**config.mk**
```make
export PLATFORM = sky130hd
export DESIGN_NAME = snake_top
export DESIGN_NICKNAME = d
export VERILOG_FILES = /design/src/common/snake_pkg.sv /design/src/common/scan_if.sv /design/src/game/apple_field.sv /design/src/game/snake_body.sv /design/src/hw/frame_render.sv /design/src/hw/game_fsm.sv /design/src/hw/ps2_keyboard.sv /design/src/hw/snake_top.sv
export SDC_FILE = /design/constraint.sdc
export NUM_CORES = 2
export LEC_CHECK = 0
export ABC_AREA = 1
export BUFFER_PORTS_ARGS = -buffer_cell sky130_fd_sc_hd__buf_2
export CORE_ASPECT_RATIO = 1.75
export CORE_MARGIN = 8
export CORE_UTILIZATION = 60
export DETAILED_ROUTE_END_ITERATION = 10
export HOLD_SLACK_MARGIN = 0.02
export PLACE_DENSITY = 0.76
export SLEW_MARGIN = 5
export SYNTH_ARGS = -nofsm -noshare
export SYNTH_HDL_FRONTEND = slang
export SYNTH_SLANG_ARGS = --single-unit
```
**constraint.sdc**
```tcl
create_clock -name clk -period 17.5 [get_ports clk]
set_input_delay 3.5 -clock clk [delete_from_list [all_inputs] [get_ports clk]]
set_output_delay 3.5 -clock clk [all_outputs]
set_load 0.005 [all_outputs]
```
**src/common/snake_pkg.sv**
```systemverilog
package snake_pkg;

	// ############################
	// field geometry
	// ############################
	localparam int X_W = 8;
	localparam int Y_W = 7;

	typedef logic [X_W-1:0] coord_x_t;
	typedef logic [Y_W-1:0] coord_y_t;

	localparam int SCREEN_W = 160;
	localparam int SCREEN_H = 120;
	localparam int SPRITE = 3;
	localparam int GRID_STEP = 3;

	// legal top-left corner of the head
	localparam coord_x_t PLAY_X_MIN = 8'd5;
	localparam coord_x_t PLAY_X_MAX = 8'd152;
	localparam coord_y_t PLAY_Y_MIN = 7'd5;
	localparam coord_y_t PLAY_Y_MAX = 7'd107;

	typedef struct packed {
		coord_x_t x_min;
		coord_x_t x_max;
		coord_y_t y_min;
		coord_y_t y_max;
	} box_t;

	// wall band is outer box minus inner box
	localparam box_t WALL_OUT = '{x_min: 8'd2, x_max: 8'd157, y_min: 7'd2, y_max: 7'd112};
	localparam box_t WALL_IN = '{x_min: 8'd5, x_max: 8'd154, y_min: 7'd5, y_max: 7'd109};

	localparam coord_x_t HEAD_START_X = 8'd8;
	localparam coord_y_t HEAD_START_Y = 7'd8;
	localparam coord_x_t APPLE_START_X = 8'd16;
	localparam coord_y_t APPLE_START_Y = 7'd17;

	localparam int MAX_LEN = 32;
	localparam int SELF_HIT_MIN = 5;
	localparam int SCORE_W = 13;

	// ############################
	// types and codes
	// ############################
	typedef logic [3:0] speed_t;

	typedef enum logic [7:0] {NONE, UP, LEFT, DOWN, RIGHT} heading_t;

	typedef enum logic [2:0] {INIT, MENU, GAME_INIT, GAME_WAIT, PLAY, GAME_OVER} game_state_t;

	// r, g, b
	typedef logic [2:0] colour_t;
	localparam colour_t BLACK = 3'b000;
	localparam colour_t RED = 3'b100;
	localparam colour_t GREEN = 3'b010;
	localparam colour_t BLUE = 3'b001;

	localparam logic [7:0] KEY_EXTEND = 8'hE0;
	localparam logic [7:0] KEY_RELEASE = 8'hF0;
	localparam logic [7:0] KEY_UP = 8'h75;
	localparam logic [7:0] KEY_LEFT = 8'h6B;
	localparam logic [7:0] KEY_DOWN = 8'h72;
	localparam logic [7:0] KEY_RIGHT = 8'h74;
	localparam logic [7:0] KEY_1 = 8'h16;
	localparam logic [7:0] KEY_2 = 8'h1E;
	localparam logic [7:0] KEY_3 = 8'h26;

	// pixel inside a square object at ox, oy
	function automatic logic in_sprite(coord_x_t px, coord_y_t py, coord_x_t ox, coord_y_t oy);
		return (px >= ox) && (int'(px) <= int'(ox) + SPRITE - 1)
			&& (py >= oy) && (int'(py) <= int'(oy) + SPRITE - 1);
	endfunction

endpackage

```
**src/common/scan_if.sv**
```systemverilog
`timescale 1ns/10ps

interface scan_if;
	import snake_pkg::*;

	// current scan position
	coord_x_t x;
	coord_y_t y;

	// per-pixel object flags
	logic head_hit;
	logic body_hit;
	logic apple_hit;

	modport scanner (output x, output y, input head_hit, input body_hit, input apple_hit);

	modport snake (input x, input y, output head_hit, output body_hit);

	modport apple (input x, input y, input head_hit, output apple_hit);

endinterface

```
**src/game/apple_field.sv**
```systemverilog
`timescale 1ns/10ps

module apple_field (
	input logic clk,
	input logic reset,
	scan_if.apple hits,
	input logic init_game,
	output logic eaten,
	output logic [snake_pkg::SCORE_W-1:0] score
);
	import snake_pkg::*;

	localparam coord_x_t CAND_X_MIN = 8'd7;
	localparam coord_x_t CAND_X_MAX = 8'd151;

	coord_x_t cand_x;
	coord_y_t cand_y;
	coord_x_t apple_x;
	coord_y_t apple_y;
	logic eat;

	// grid walk used as the next apple spot
	always_ff @(posedge clk) begin
		if (reset) begin
			cand_x <= CAND_X_MIN;
			cand_y <= PLAY_Y_MIN;
		end else if (cand_x == CAND_X_MAX) begin
			cand_x <= CAND_X_MIN;
			cand_y <= (cand_y == PLAY_Y_MAX) ? PLAY_Y_MIN : cand_y + Y_W'(GRID_STEP);
		end else begin
			cand_x <= cand_x + X_W'(GRID_STEP);
		end
	end

	assign hits.apple_hit = in_sprite(hits.x, hits.y, apple_x, apple_y);
	assign eat = hits.head_hit && hits.apple_hit;

	always_ff @(posedge clk) begin
		if (init_game) begin
			apple_x <= APPLE_START_X;
			apple_y <= APPLE_START_Y;
		end else if (eat) begin
			apple_x <= cand_x;
			apple_y <= cand_y;
		end
	end

	always_ff @(posedge clk) begin
		if (reset) begin
			eaten <= 1'b0;
			score <= '0;
		end else begin
			eaten <= eat;
			if (init_game)
				score <= '0;
			else if (eat)
				score <= score + 1'b1;
		end
	end

endmodule

```
**src/game/snake_body.sv**
```systemverilog
`timescale 1ns/10ps

module snake_body (
	input logic clk,
	input logic reset,
	scan_if.snake hits,
	input snake_pkg::heading_t heading,
	input logic init_game,
	input logic init_head,
	input logic step,
	input logic eaten,
	output logic crash
);
	import snake_pkg::*;

	localparam int LEN_W = $clog2(MAX_LEN);

	coord_x_t seg_x [MAX_LEN];
	coord_y_t seg_y [MAX_LEN];
	logic [LEN_W-1:0] len;
	heading_t dir;
	heading_t dir_next;
	logic grow;
	logic placed;
	logic self_hit;
	logic out_of_field;
	logic scan_origin;

	function automatic logic reverses(heading_t a, heading_t b);
		return (a == UP && b == DOWN) || (a == DOWN && b == UP)
			|| (a == LEFT && b == RIGHT) || (a == RIGHT && b == LEFT);
	endfunction

	// a u-turn keeps the old heading
	always_comb begin
		dir_next = dir;
		if (heading != NONE && !reverses(heading, dir))
			dir_next = heading;
	end

	// ############################
	// segment store, 0 is the head
	// ############################
	always_ff @(posedge clk) begin
		if (init_head) begin
			seg_x[0] <= HEAD_START_X;
			seg_y[0] <= HEAD_START_Y;
		end else if (step) begin
			for (int i = MAX_LEN - 1; i > 0; i--) begin
				seg_x[i] <= seg_x[i-1];
				seg_y[i] <= seg_y[i-1];
			end
			case (dir_next)
				UP: seg_y[0] <= seg_y[0] - Y_W'(GRID_STEP);
				DOWN: seg_y[0] <= seg_y[0] + Y_W'(GRID_STEP);
				LEFT: seg_x[0] <= seg_x[0] - X_W'(GRID_STEP);
				RIGHT: seg_x[0] <= seg_x[0] + X_W'(GRID_STEP);
				default: ;
			endcase
		end
	end

	always_ff @(posedge clk) begin
		if (reset || init_game) begin
			len <= '0;
			dir <= NONE;
			grow <= 1'b0;
			placed <= 1'b0;
		end else begin
			if (init_head)
				placed <= 1'b1;
			if (step) begin
				dir <= dir_next;
				grow <= 1'b0;
				if (grow && len < LEN_W'(MAX_LEN - 1))
					len <= len + 1'b1;
			end
			// apple eaten during a step grows on the next one
			if (eaten)
				grow <= 1'b1;
		end
	end

	always_comb begin
		hits.head_hit = placed && in_sprite(hits.x, hits.y, seg_x[0], seg_y[0]);
		hits.body_hit = 1'b0;
		self_hit = 1'b0;
		for (int i = 1; i < MAX_LEN; i++) begin
			if (placed && i <= len && in_sprite(hits.x, hits.y, seg_x[i], seg_y[i])) begin
				hits.body_hit = 1'b1;
				if (i >= SELF_HIT_MIN)
					self_hit = 1'b1;
			end
		end
	end

	assign out_of_field = (seg_x[0] < PLAY_X_MIN) || (seg_x[0] > PLAY_X_MAX)
		|| (seg_y[0] < PLAY_Y_MIN) || (seg_y[0] > PLAY_Y_MAX);
	assign scan_origin = (hits.x == '0) && (hits.y == '0);

	// wall check once per scan, body check on any shared pixel
	always_ff @(posedge clk) begin
		if (reset)
			crash <= 1'b0;
		else
			crash <= placed && ((scan_origin && out_of_field) || (hits.head_hit && self_hit));
	end

endmodule

```
**src/hw/frame_render.sv**
```systemverilog
`timescale 1ns/10ps

module frame_render (
	input logic clk,
	input logic reset,
	scan_if.scanner hits,
	input logic in_game,
	output snake_pkg::coord_x_t pixel_x,
	output snake_pkg::coord_y_t pixel_y,
	output snake_pkg::colour_t rgb
);
	import snake_pkg::*;

	logic in_outer;
	logic in_inner;
	logic wall;
	colour_t colour;

	// raster scan, one pixel per clock
	always_ff @(posedge clk) begin
		if (reset) begin
			hits.x <= '0;
			hits.y <= '0;
		end else if (hits.x == X_W'(SCREEN_W)) begin
			hits.x <= '0;
			hits.y <= (hits.y == Y_W'(SCREEN_H)) ? '0 : hits.y + 1'b1;
		end else begin
			hits.x <= hits.x + 1'b1;
		end
	end

	assign in_outer = (hits.x >= WALL_OUT.x_min) && (hits.x <= WALL_OUT.x_max)
		&& (hits.y >= WALL_OUT.y_min) && (hits.y <= WALL_OUT.y_max);
	assign in_inner = (hits.x >= WALL_IN.x_min) && (hits.x <= WALL_IN.x_max)
		&& (hits.y >= WALL_IN.y_min) && (hits.y <= WALL_IN.y_max);
	assign wall = in_outer && !in_inner;

	// snake over apple over wall
	always_comb begin
		colour = BLACK;
		if (in_game) begin
			if (hits.head_hit || hits.body_hit)
				colour = GREEN;
			else if (hits.apple_hit)
				colour = RED;
			else if (wall)
				colour = BLUE;
		end
	end

	always_ff @(posedge clk) begin
		if (reset) begin
			pixel_x <= '0;
			pixel_y <= '0;
			rgb <= BLACK;
		end else begin
			pixel_x <= hits.x;
			pixel_y <= hits.y;
			rgb <= colour;
		end
	end

endmodule

```
**src/hw/game_fsm.sv**
```systemverilog
`timescale 1ns/10ps

module game_fsm #(
	parameter int FRAME_TICKS = 840000
) (
	input logic clk,
	input logic reset,
	input snake_pkg::heading_t heading,
	input logic [1:0] speed_key,
	input logic crash,
	output snake_pkg::game_state_t state,
	output logic init_game,
	output logic init_head,
	output logic step,
	output logic in_menu,
	output logic in_game,
	output logic game_over
);
	import snake_pkg::*;

	localparam int TICK_W = $clog2(FRAME_TICKS);

	game_state_t next_state;
	logic [TICK_W-1:0] tick_cnt;
	logic frame_tick;
	speed_t speed;
	speed_t div_cnt;

	always_comb begin
		next_state = state;
		case (state)
			INIT: next_state = MENU;
			MENU: if (speed_key != 2'd0) next_state = GAME_INIT;
			GAME_INIT: next_state = GAME_WAIT;
			GAME_WAIT: if (heading != NONE) next_state = PLAY;
			PLAY: if (crash) next_state = GAME_OVER;
			GAME_OVER: next_state = GAME_OVER;
			default: next_state = INIT;
		endcase
	end

	always_ff @(posedge clk) begin
		if (reset)
			state <= INIT;
		else
			state <= next_state;
	end

	// ############################
	// speed and step timer
	// ############################
	always_ff @(posedge clk) begin
		if (reset) begin
			speed <= 4'd1;
		end else if (state == MENU) begin
			case (speed_key)
				2'd1: speed <= 4'd4;
				2'd2: speed <= 4'd2;
				2'd3: speed <= 4'd1;
				default: speed <= speed;
			endcase
		end
	end

	assign frame_tick = (tick_cnt == TICK_W'(FRAME_TICKS - 1));

	always_ff @(posedge clk) begin
		if (reset || frame_tick)
			tick_cnt <= '0;
		else
			tick_cnt <= tick_cnt + 1'b1;
	end

	// frames since the last step
	always_ff @(posedge clk) begin
		if (reset || state != PLAY)
			div_cnt <= '0;
		else if (frame_tick)
			div_cnt <= (div_cnt == speed - 1'b1) ? '0 : div_cnt + 1'b1;
	end

	assign step = (state == PLAY) && frame_tick && (div_cnt == speed - 1'b1);

	assign init_game = (state == GAME_INIT);
	assign init_head = (state == GAME_WAIT);
	assign in_menu = (state == MENU);
	assign in_game = (state == GAME_INIT) || (state == GAME_WAIT) || (state == PLAY);
	assign game_over = (state == GAME_OVER);

endmodule

```
**src/hw/ps2_keyboard.sv**
```systemverilog
`timescale 1ns/10ps

module ps2_keyboard (
	input logic clk,
	input logic reset,
	input logic ps2_clk,
	input logic ps2_data,
	output snake_pkg::heading_t heading,
	output logic [1:0] speed_key
);
	import snake_pkg::*;

	logic [1:0] clk_sync;
	logic [1:0] data_sync;
	logic clk_prev;
	logic clk_rise;
	logic [3:0] bit_cnt;
	logic [10:0] frame;
	logic [10:0] frame_next;
	logic [7:0] code;
	logic [7:0] prefix;

	// ps2 lines into clk domain, idle high
	always_ff @(posedge clk) begin
		if (reset) begin
			clk_sync <= 2'b11;
			data_sync <= 2'b11;
			clk_prev <= 1'b1;
		end else begin
			clk_sync <= {clk_sync[0], ps2_clk};
			data_sync <= {data_sync[0], ps2_data};
			clk_prev <= clk_sync[1];
		end
	end

	assign clk_rise = clk_sync[1] && !clk_prev;

	// lsb first, start bit ends up in bit 0
	assign frame_next = {data_sync[1], frame[10:1]};
	assign code = frame_next[8:1];

	always_ff @(posedge clk) begin
		if (clk_rise)
			frame <= frame_next;
	end

	// ############################
	// byte decode
	// ############################
	always_ff @(posedge clk) begin
		if (reset) begin
			bit_cnt <= '0;
			prefix <= '0;
			heading <= NONE;
			speed_key <= 2'd0;
		end else if (clk_rise) begin
			if (bit_cnt == 4'd10) begin
				bit_cnt <= '0;
				prefix <= code;
				if (prefix == KEY_EXTEND) begin
					case (code)
						KEY_UP: heading <= UP;
						KEY_LEFT: heading <= LEFT;
						KEY_DOWN: heading <= DOWN;
						KEY_RIGHT: heading <= RIGHT;
						default: heading <= NONE;
					endcase
				end else if (prefix == KEY_RELEASE) begin
					case (code)
						KEY_1: speed_key <= 2'd1;
						KEY_2: speed_key <= 2'd2;
						KEY_3: speed_key <= 2'd3;
						default: speed_key <= 2'd0;
					endcase
				end
			end else begin
				bit_cnt <= bit_cnt + 1'b1;
			end
		end
	end

endmodule

```
**src/hw/snake_top.sv**
```systemverilog
`timescale 1ns/10ps

module snake_top #(
	parameter int FRAME_TICKS = 840000
) (
	input logic clk,
	input logic reset,
	input logic ps2_clk,
	input logic ps2_data,
	output snake_pkg::coord_x_t pixel_x,
	output snake_pkg::coord_y_t pixel_y,
	output snake_pkg::colour_t rgb,
	output logic in_menu,
	output logic in_game,
	output logic game_over,
	output logic [snake_pkg::SCORE_W-1:0] score
);
	import snake_pkg::*;

	heading_t heading;
	logic [1:0] speed_key;
	logic init_game;
	logic init_head;
	logic step;
	logic crash;
	logic eaten;

	scan_if hits ();

	ps2_keyboard u_keyboard (
		.clk(clk), .reset(reset), .ps2_clk(ps2_clk), .ps2_data(ps2_data),
		.heading(heading), .speed_key(speed_key)
	);

	game_fsm #(.FRAME_TICKS(FRAME_TICKS)) u_fsm (
		.clk(clk), .reset(reset), .heading(heading), .speed_key(speed_key),
		.crash(crash), .state(), .init_game(init_game), .init_head(init_head),
		.step(step), .in_menu(in_menu), .in_game(in_game), .game_over(game_over)
	);

	frame_render u_render (
		.clk(clk), .reset(reset), .hits(hits.scanner), .in_game(in_game),
		.pixel_x(pixel_x), .pixel_y(pixel_y), .rgb(rgb)
	);

	snake_body u_snake (
		.clk(clk), .reset(reset), .hits(hits.snake), .heading(heading),
		.init_game(init_game), .init_head(init_head), .step(step),
		.eaten(eaten), .crash(crash)
	);

	apple_field u_apple (
		.clk(clk), .reset(reset), .hits(hits.apple), .init_game(init_game),
		.eaten(eaten), .score(score)
	);

endmodule

```
Word level (Yosys, flattened, before mapping)

Memories as Yosys holds them, arrays and structs flattened.
Index checks and enable logic that the tools add are counted.

RAM bits: 480
Word-level logic and storage cells: 718
Register bits: 162
Memories: 2

Order comparisons: 176
Mux-type cells: 100
Equal/unequal tests: 40
Bitwise logic cells: 6
Add/sub/neg operators: 146
Reductions and logical operators: 218

Memories:

| name          | depth | bits a word | rd ports | clocked after Yosys merged registers in | write ports | RTL line         | RTL |
|---|---|---|---|---|---|---|---|
| u_snake.seg_x | 32    | 8           | 32       | 0                                       | 32          | snake_body.sv:18 | `coord_x_t seg_x [MAX_LEN];` |
| u_snake.seg_y | 32    | 7           | 32       | 0                                       | 32          | snake_body.sv:19 | `coord_y_t seg_y [MAX_LEN];` |

Operators by type and width:

| operator                                                       | count |
|---|---|
| subtractor 32 x 2 -> 32 bit (second input constant)            | 66 |
| less-or-equal comparator 8 x 32 -> 1 bit                       | 33 |
| less-or-equal comparator 9 x 32 -> 1 bit                       | 33 |
| adder 8 x 2 -> 9 bit (second input constant)                   | 33 |
| adder 7 x 2 -> 8 bit (second input constant)                   | 33 |
| greater-or-equal comparator 8 bit                              | 33 |
| greater-or-equal comparator 7 bit                              | 33 |
| logical AND 1 bit                                              | 183 |
| two-way mux 1 bit                                              | 82 |
| less-or-equal comparator 5 bit (first input constant)          | 16 |
| == test 8 x 2 -> 1 bit (second input constant)                 | 6 |
| less-or-equal comparator 4 x 5 -> 1 bit (first input constant) | 8 |
| == test 8 x 7 -> 1 bit (second input constant)                 | 4 |
| == test 8 bit (second input constant)                          | 4 |
| two-way mux 7 bit                                              | 4 |
| == test 8 x 1 -> 1 bit (second input constant)                 | 3 |
| == test 8 x 3 -> 1 bit (second input constant)                 | 3 |
| two-way mux 8 bit                                              | 3 |
| adder 20 x 1 -> 20 bit (second input constant)                 | 1 |
| == test 20 bit (second input constant)                         | 1 |
| less-or-equal comparator 3 x 5 -> 1 bit (first input constant) | 4 |
| one-hot mux 3 bit (6 select lines)                             | 1 |
| adder 8 x 2 -> 8 bit (second input constant)                   | 2 |
| == test 8 x 5 -> 1 bit (second input constant)                 | 2 |
| other kinds (55)                                               | 95 |

Depth between registers and ports, before layout

An unclocked memory read counts as a cell.

Word-level depth: 41
Gate-level depth with buffers: 28
Gate-level depth less buffers: 28

By module

Synthesis repeated with hierarchy kept, for this count alone.

Cells, all modules: 6,179
Area total of the unflattened synthesis: 52,156.3 um^2

Modules (own cells, without submodules):

| module       | instances | cells each | area an instance (um^2) |
|---|---|---|---|
| snake_body   | 1         | 5,006      | 44,101.0 |
| apple_field  | 1         | 495        | 3,303.2 |
| game_fsm     | 1         | 287        | 1,765.4 |
| frame_render | 1         | 221        | 1,596.5 |
| ps2_keyboard | 1         | 170        | 1,390.1 |

Least setup slack after synthesis

No wires, ideal clock.

Path kind: flip-flop to flip-flop
Start point: reg u_fsm.speed[0]
End point: reg u_snake.len[0]
Cell stages (with the launch flop): 12
Path buffers: 0
Data required time: 17.355 ns
Arrival: 15.066 ns
Period minus slack after synthesis: 15.211 ns
Path slack: 2.289 ns
Path through: dfxtp_1 -> inv_1 -> ha_1 -> xor2_1 -> nand3_1 -> nor2_1 -> and3_1 -> nand2_1 -> nor2_2 -> nand2_1 -> o21ai_0 -> a21oi_1

Longest elaborated chain between the ends: 4

Ends and longest elaborated chain:

| element                       | RTL line         | RTL |
|---|---|---|
| from (decl)                   | game_fsm.sv:26   | `speed_t speed;` |
| from (signal assigned)        | game_fsm.sv:60   | `default: speed <= speed;` |
| subtractor 4 x 1 -> 4 bit     | game_fsm.sv:82   | `assign step = (state == PLAY) && frame_tick && (div_cnt == speed - 1'b1);` |
| == test 4 bit                 | game_fsm.sv:82   |  |
| logical AND 1 bit             | game_fsm.sv:82   |  |
| AND reduction 2 bit (no line) | -                |  |
| to (signal assigned)          | snake_body.sv:76 | `len <= len + 1'b1;` |
| to (decl)                     | snake_body.sv:20 | `logic [LEN_W-1:0] len;` |

No other way between the ends.
A chain may end at the register's enable or synchronous reset.

Final worst setup path

Start point: reg u_fsm.state[1]
End point: out in_game

Longest elaborated chain between the ends: 3

Ends and longest elaborated chain:

| element                | RTL line        | RTL |
|---|---|---|
| from (decl)            | game_fsm.sv:11  | `output snake_pkg::game_state_t state,` |
| from (signal assigned) | game_fsm.sv:46  | `state <= next_state;` |
| == test 3 x 2 -> 1 bit | game_fsm.sv:87  | `assign in_game = (state == GAME_INIT) \|\| (state == GAME_WAIT) \|\| (state == PLAY);` |
| logical OR 1 bit       | game_fsm.sv:87  |  |
| logical OR 1 bit (*)   | game_fsm.sv:87  |  |
| to (decl)              | snake_top.sv:14 | `output logic in_game,` |

Mark *: on every way between the ends. The rest lies on a longest branch, timed or not.

==> results.yml <==
worst_setup_path:
  start_kind: "flop"
  endpoint_kind: "primary output"
  crit_fanout: 6
  path_class: "flop to primary output"
  cp.arrival_ns: 1.67
  cp.required_ns: 14.00
sta:
  worstMarginPinSlew_ns: 1.14
  fmax_ghz: 0.194
  finalClockSkew_ns: 0.0246
  min_period_ns: 5.17
  rsz0062_at_grt: "false"
  setup_violations: 0
  post-route-period-util: 0.295
  timing.final.ws_setup_ns: 12.33
  slew_headroom: 0.231
  slew_viol_final: 0
  hold_violations: 0
  tns_ns: 0
clock_network:
  cts_sinks: 634
  clkSlewWorstSetupHoldPaths_ns: 0.06
  cts_root_buf: "clkbuf_16"
  cts_resized: 0
  clockBufferDepth: 3
  cts-htree-levels: 3
  cts_tree: "yes"
  cts_buffers: 67
  cts_setup_buffers: 0
  clock_latency_ns: 0.69
  hold_buffers: 0
floorplanning:
  die_height_um: 448
  initial_utilization: 0.604
  core_um2: 106000
  num_io_pins: 38
  die_area_um2: 118000
  die_x_um: 263
  rows: 158
layout:
  fin_nets: 9867
  design_area_um2: 68200
  layout_common_cells: "nand2_1 (1,980), ha_1 (1,169), inv_1 (1,167)"
  drive_gt1_frac: 0.0275
  seqCellArea_um2: 17600
  final_common_cell: "nand2_1"
  fin_cells: 10100
  multi_input_area_um2: 41900
  final.fill_count: 9384
  syn_to_final_growth_pct: 6.46
routing:
  drt_iter0_drc: 3433
  ant_nets: 0
  drc_errors: 0
  dr_total_vias: 58400
  routed_wl_um: 172000
  post_drt_via_cell_ratio: 5.78
  first_pass_iters: 6
  wl_per_cell_um: 17.0
placed_design:
  numPortBuffers: 37
  dpl.hpwl_um: 129000
  place_area_um2: 66100
  place_ws_ns: 12.22
  gp_congestion: 0.918
  numPlacedInstances: 9985
grt:
  grt_overflow: 0
  antenna_found_initial: 3
  track_usage: 0.285
  grt_max_degree: 185
  grt_pass1_wl_um: 276000
  grt_pass1_vias: 58400
power_and_ir_drop:
  ir_drop_uv: 87.4
  power_density_nw_per_um2: 48.1
  p_leak_nw: 33.6
  power_w: 0.00328
logic_synthesis:
  synth_seq_area_share: 0.275
  syn_area_um2: 64000
  synth.avg_cell_area_um2: 7.46
  synth-edff-count: 489
  ys_top_cells_by_area: "edfxtp_1 (23%), ha_1 (23%), nand2_1 (12%), inv_1 (6.9%), nor2_1 (5.7%)"
  ys.flop_type: "edfxtp_1"
  synth-seq-cells: 634
  yosys.area.top_type: "edfxtp_1"
  netlist.area_leader.share: 0.229
  synth.distinct_cells: 64
  synth_cells: 8589
  yosys_warnings: 0
  async_flop_share: 0
  synth_nets: 9762
job:
  maxCapViolations: 0
hold_path:
  hold_class: "flop to flop"
run_status:
  status: "finished, final reports clean"
==> report_power, final <==
part | leakage (nW) | total (W) | internal (W) | switching [W]
combinational | 27.0 | 0.000212 | 0.0000700 | 0.000142
clock | 1.05 | 0.00143 | 0.000786 | 0.000648
sequential | 5.58 | 0.00163 | 0.00161 | 0.0000219
total | 33.6 | 0.00328 | 0.00247 | 0.000812
==> worst max-delay path, cell delays in order, from the launching register on <==
cell	delay (ns)
dfxtp_1	0.33
inv_1	0.06
nand2_1	0.09
nor2_1	0.05
inv_1	0.18
nand2_1	0.13
buf_2	0.15
==> logic make-up (layout without fill, tap and decap cells) <==
| family | count (synthesis) | after routing | share of synthesized area |
|---|---|---|---|
| other cells | 0 | 2 | 0 |
| flops | 634 | 634 | 0.275 |
| compound gates | 1082 | 1082 | 0.0935 |
| buf+inv | 1202 | 1355 | 0.0708 |
| simple gates | 3997 | 3997 | 0.263 |
| xor+xnor | 505 | 505 | 0.0694 |
| fa+ha+maj | 1169 | 1169 | 0.228 |
==> cells in the mapped netlist, types with 6 or more instances <==
cell,count
nand2_2,12
o211ai_1,20
ha_1,1169
clkbuf_1,18
inv_1,1169
o2111ai_1,26
o21a_1,64
and3_1,12
xor2_1,387
nor4_1,51
dfxtp_1,145
a31oi_1,8
or2_2,19
a21oi_2,8
nand3_1,548
nand4_1,184
and2_1,6
o21bai_1,11
a21o_1,6
a21oi_1,589
nor3_1,142
nor3b_1,16
o21ai_0,287
a211oi_1,16
a21boi_0,14
edfxtp_1,489
o22ai_1,6
nand3b_1,39
xnor2_1,115
nor2_1,974
nand2_1,1980
==> path summary, 6_finish.rpt <==
| kind | cells past startpoint | slack (ns) | from | to |
|---|---|---|---|---|
| setup reg to reg | 11 | 12.95 | u_fsm.tick_cnt[0]$_SDFF_PP0_ | u_snake.seg_x[1][92]$_DFFE_PP_ |
| hold reg to reg | 0 | 0.42 | u_keyboard.data_sync[1]$_SDFF_PP1_ | u_keyboard.frame[10]$_DFFE_PP_ |
| hold / removal | 0 | 0.42 | u_keyboard.data_sync[1]$_SDFF_PP1_ | u_keyboard.frame[10]$_DFFE_PP_ |
| setup / recovery | 6 | 12.33 | u_fsm.state[1]$_SDFFE_PP0P_ | in_game |
==> routing by layer <==
| metal | routed length (um) | part of all wire | vias to the layer above | GRT usage |
|---|---|---|---|---|
| met5 | 0 | 0 | - | 0 |
| met4 | 14300 | 0.083 | 0 | 0.220 |
| met3 | 7990 | 0.046 | 700 | 0.0356 |
| met2 | 88400 | 0.51 | 1633 | 0.546 |
| met1 | 61500 | 0.36 | 27000 | 0.277 |
| li1 | - | - | 29100 | - |
==> per-stage QoR <==
step / util / hold WS (ns)
after global routing: 0.643 / 0.419
after global placement: 0.623 / 0.396
after floorplan: - / 0.386
final: 0.643 / 0.419
after CTS: 0.643 / 0.413
after detailed placement: 0.623 / 0.391
==> state kept, by name (all words and copies together), names as in the netlist, 3 cells and up <==
register / cells
u_apple.apple_y: 7
u_render.rgb: 3
u_render.hits.x: 8
u_render.hits.y: 7
u_keyboard.prefix: 8
u_keyboard.frame: 9
u_render.pixel_y: 7
u_snake.len: 5
u_fsm.div_cnt: 4
u_apple.cand_x: 8
u_apple.apple_x: 8
u_render.pixel_x: 8
u_fsm.state: 3
u_apple.cand_y: 7
u_fsm.tick_cnt: 20
u_snake.dir: 8
u_snake.seg_x: 256
u_snake.seg_y: 224
u_keyboard.bit_cnt: 4
u_keyboard.heading: 3
u_fsm.speed: 3
u_apple.score: 13
==> layout make-up <==
| type | instances | share of cell area |
|---|---|---|
| Clock buffer | 83 | 0.0272 |
| Multi-Input combinational cell | 6753 | 0.615 |
| Sequential cell | 634 | 0.259 |
| Inverter | 1177 | 0.0648 |
| Clock inverter | 34 | 0.00387 |
| Timing Repair Buffer | 61 | 0.00554 |
| Antenna cell | 2 | 0.0000734 |
| Tap cell | 1360 | 0.0250 |
No activity file was read; power rests on OpenSTA's default activity.
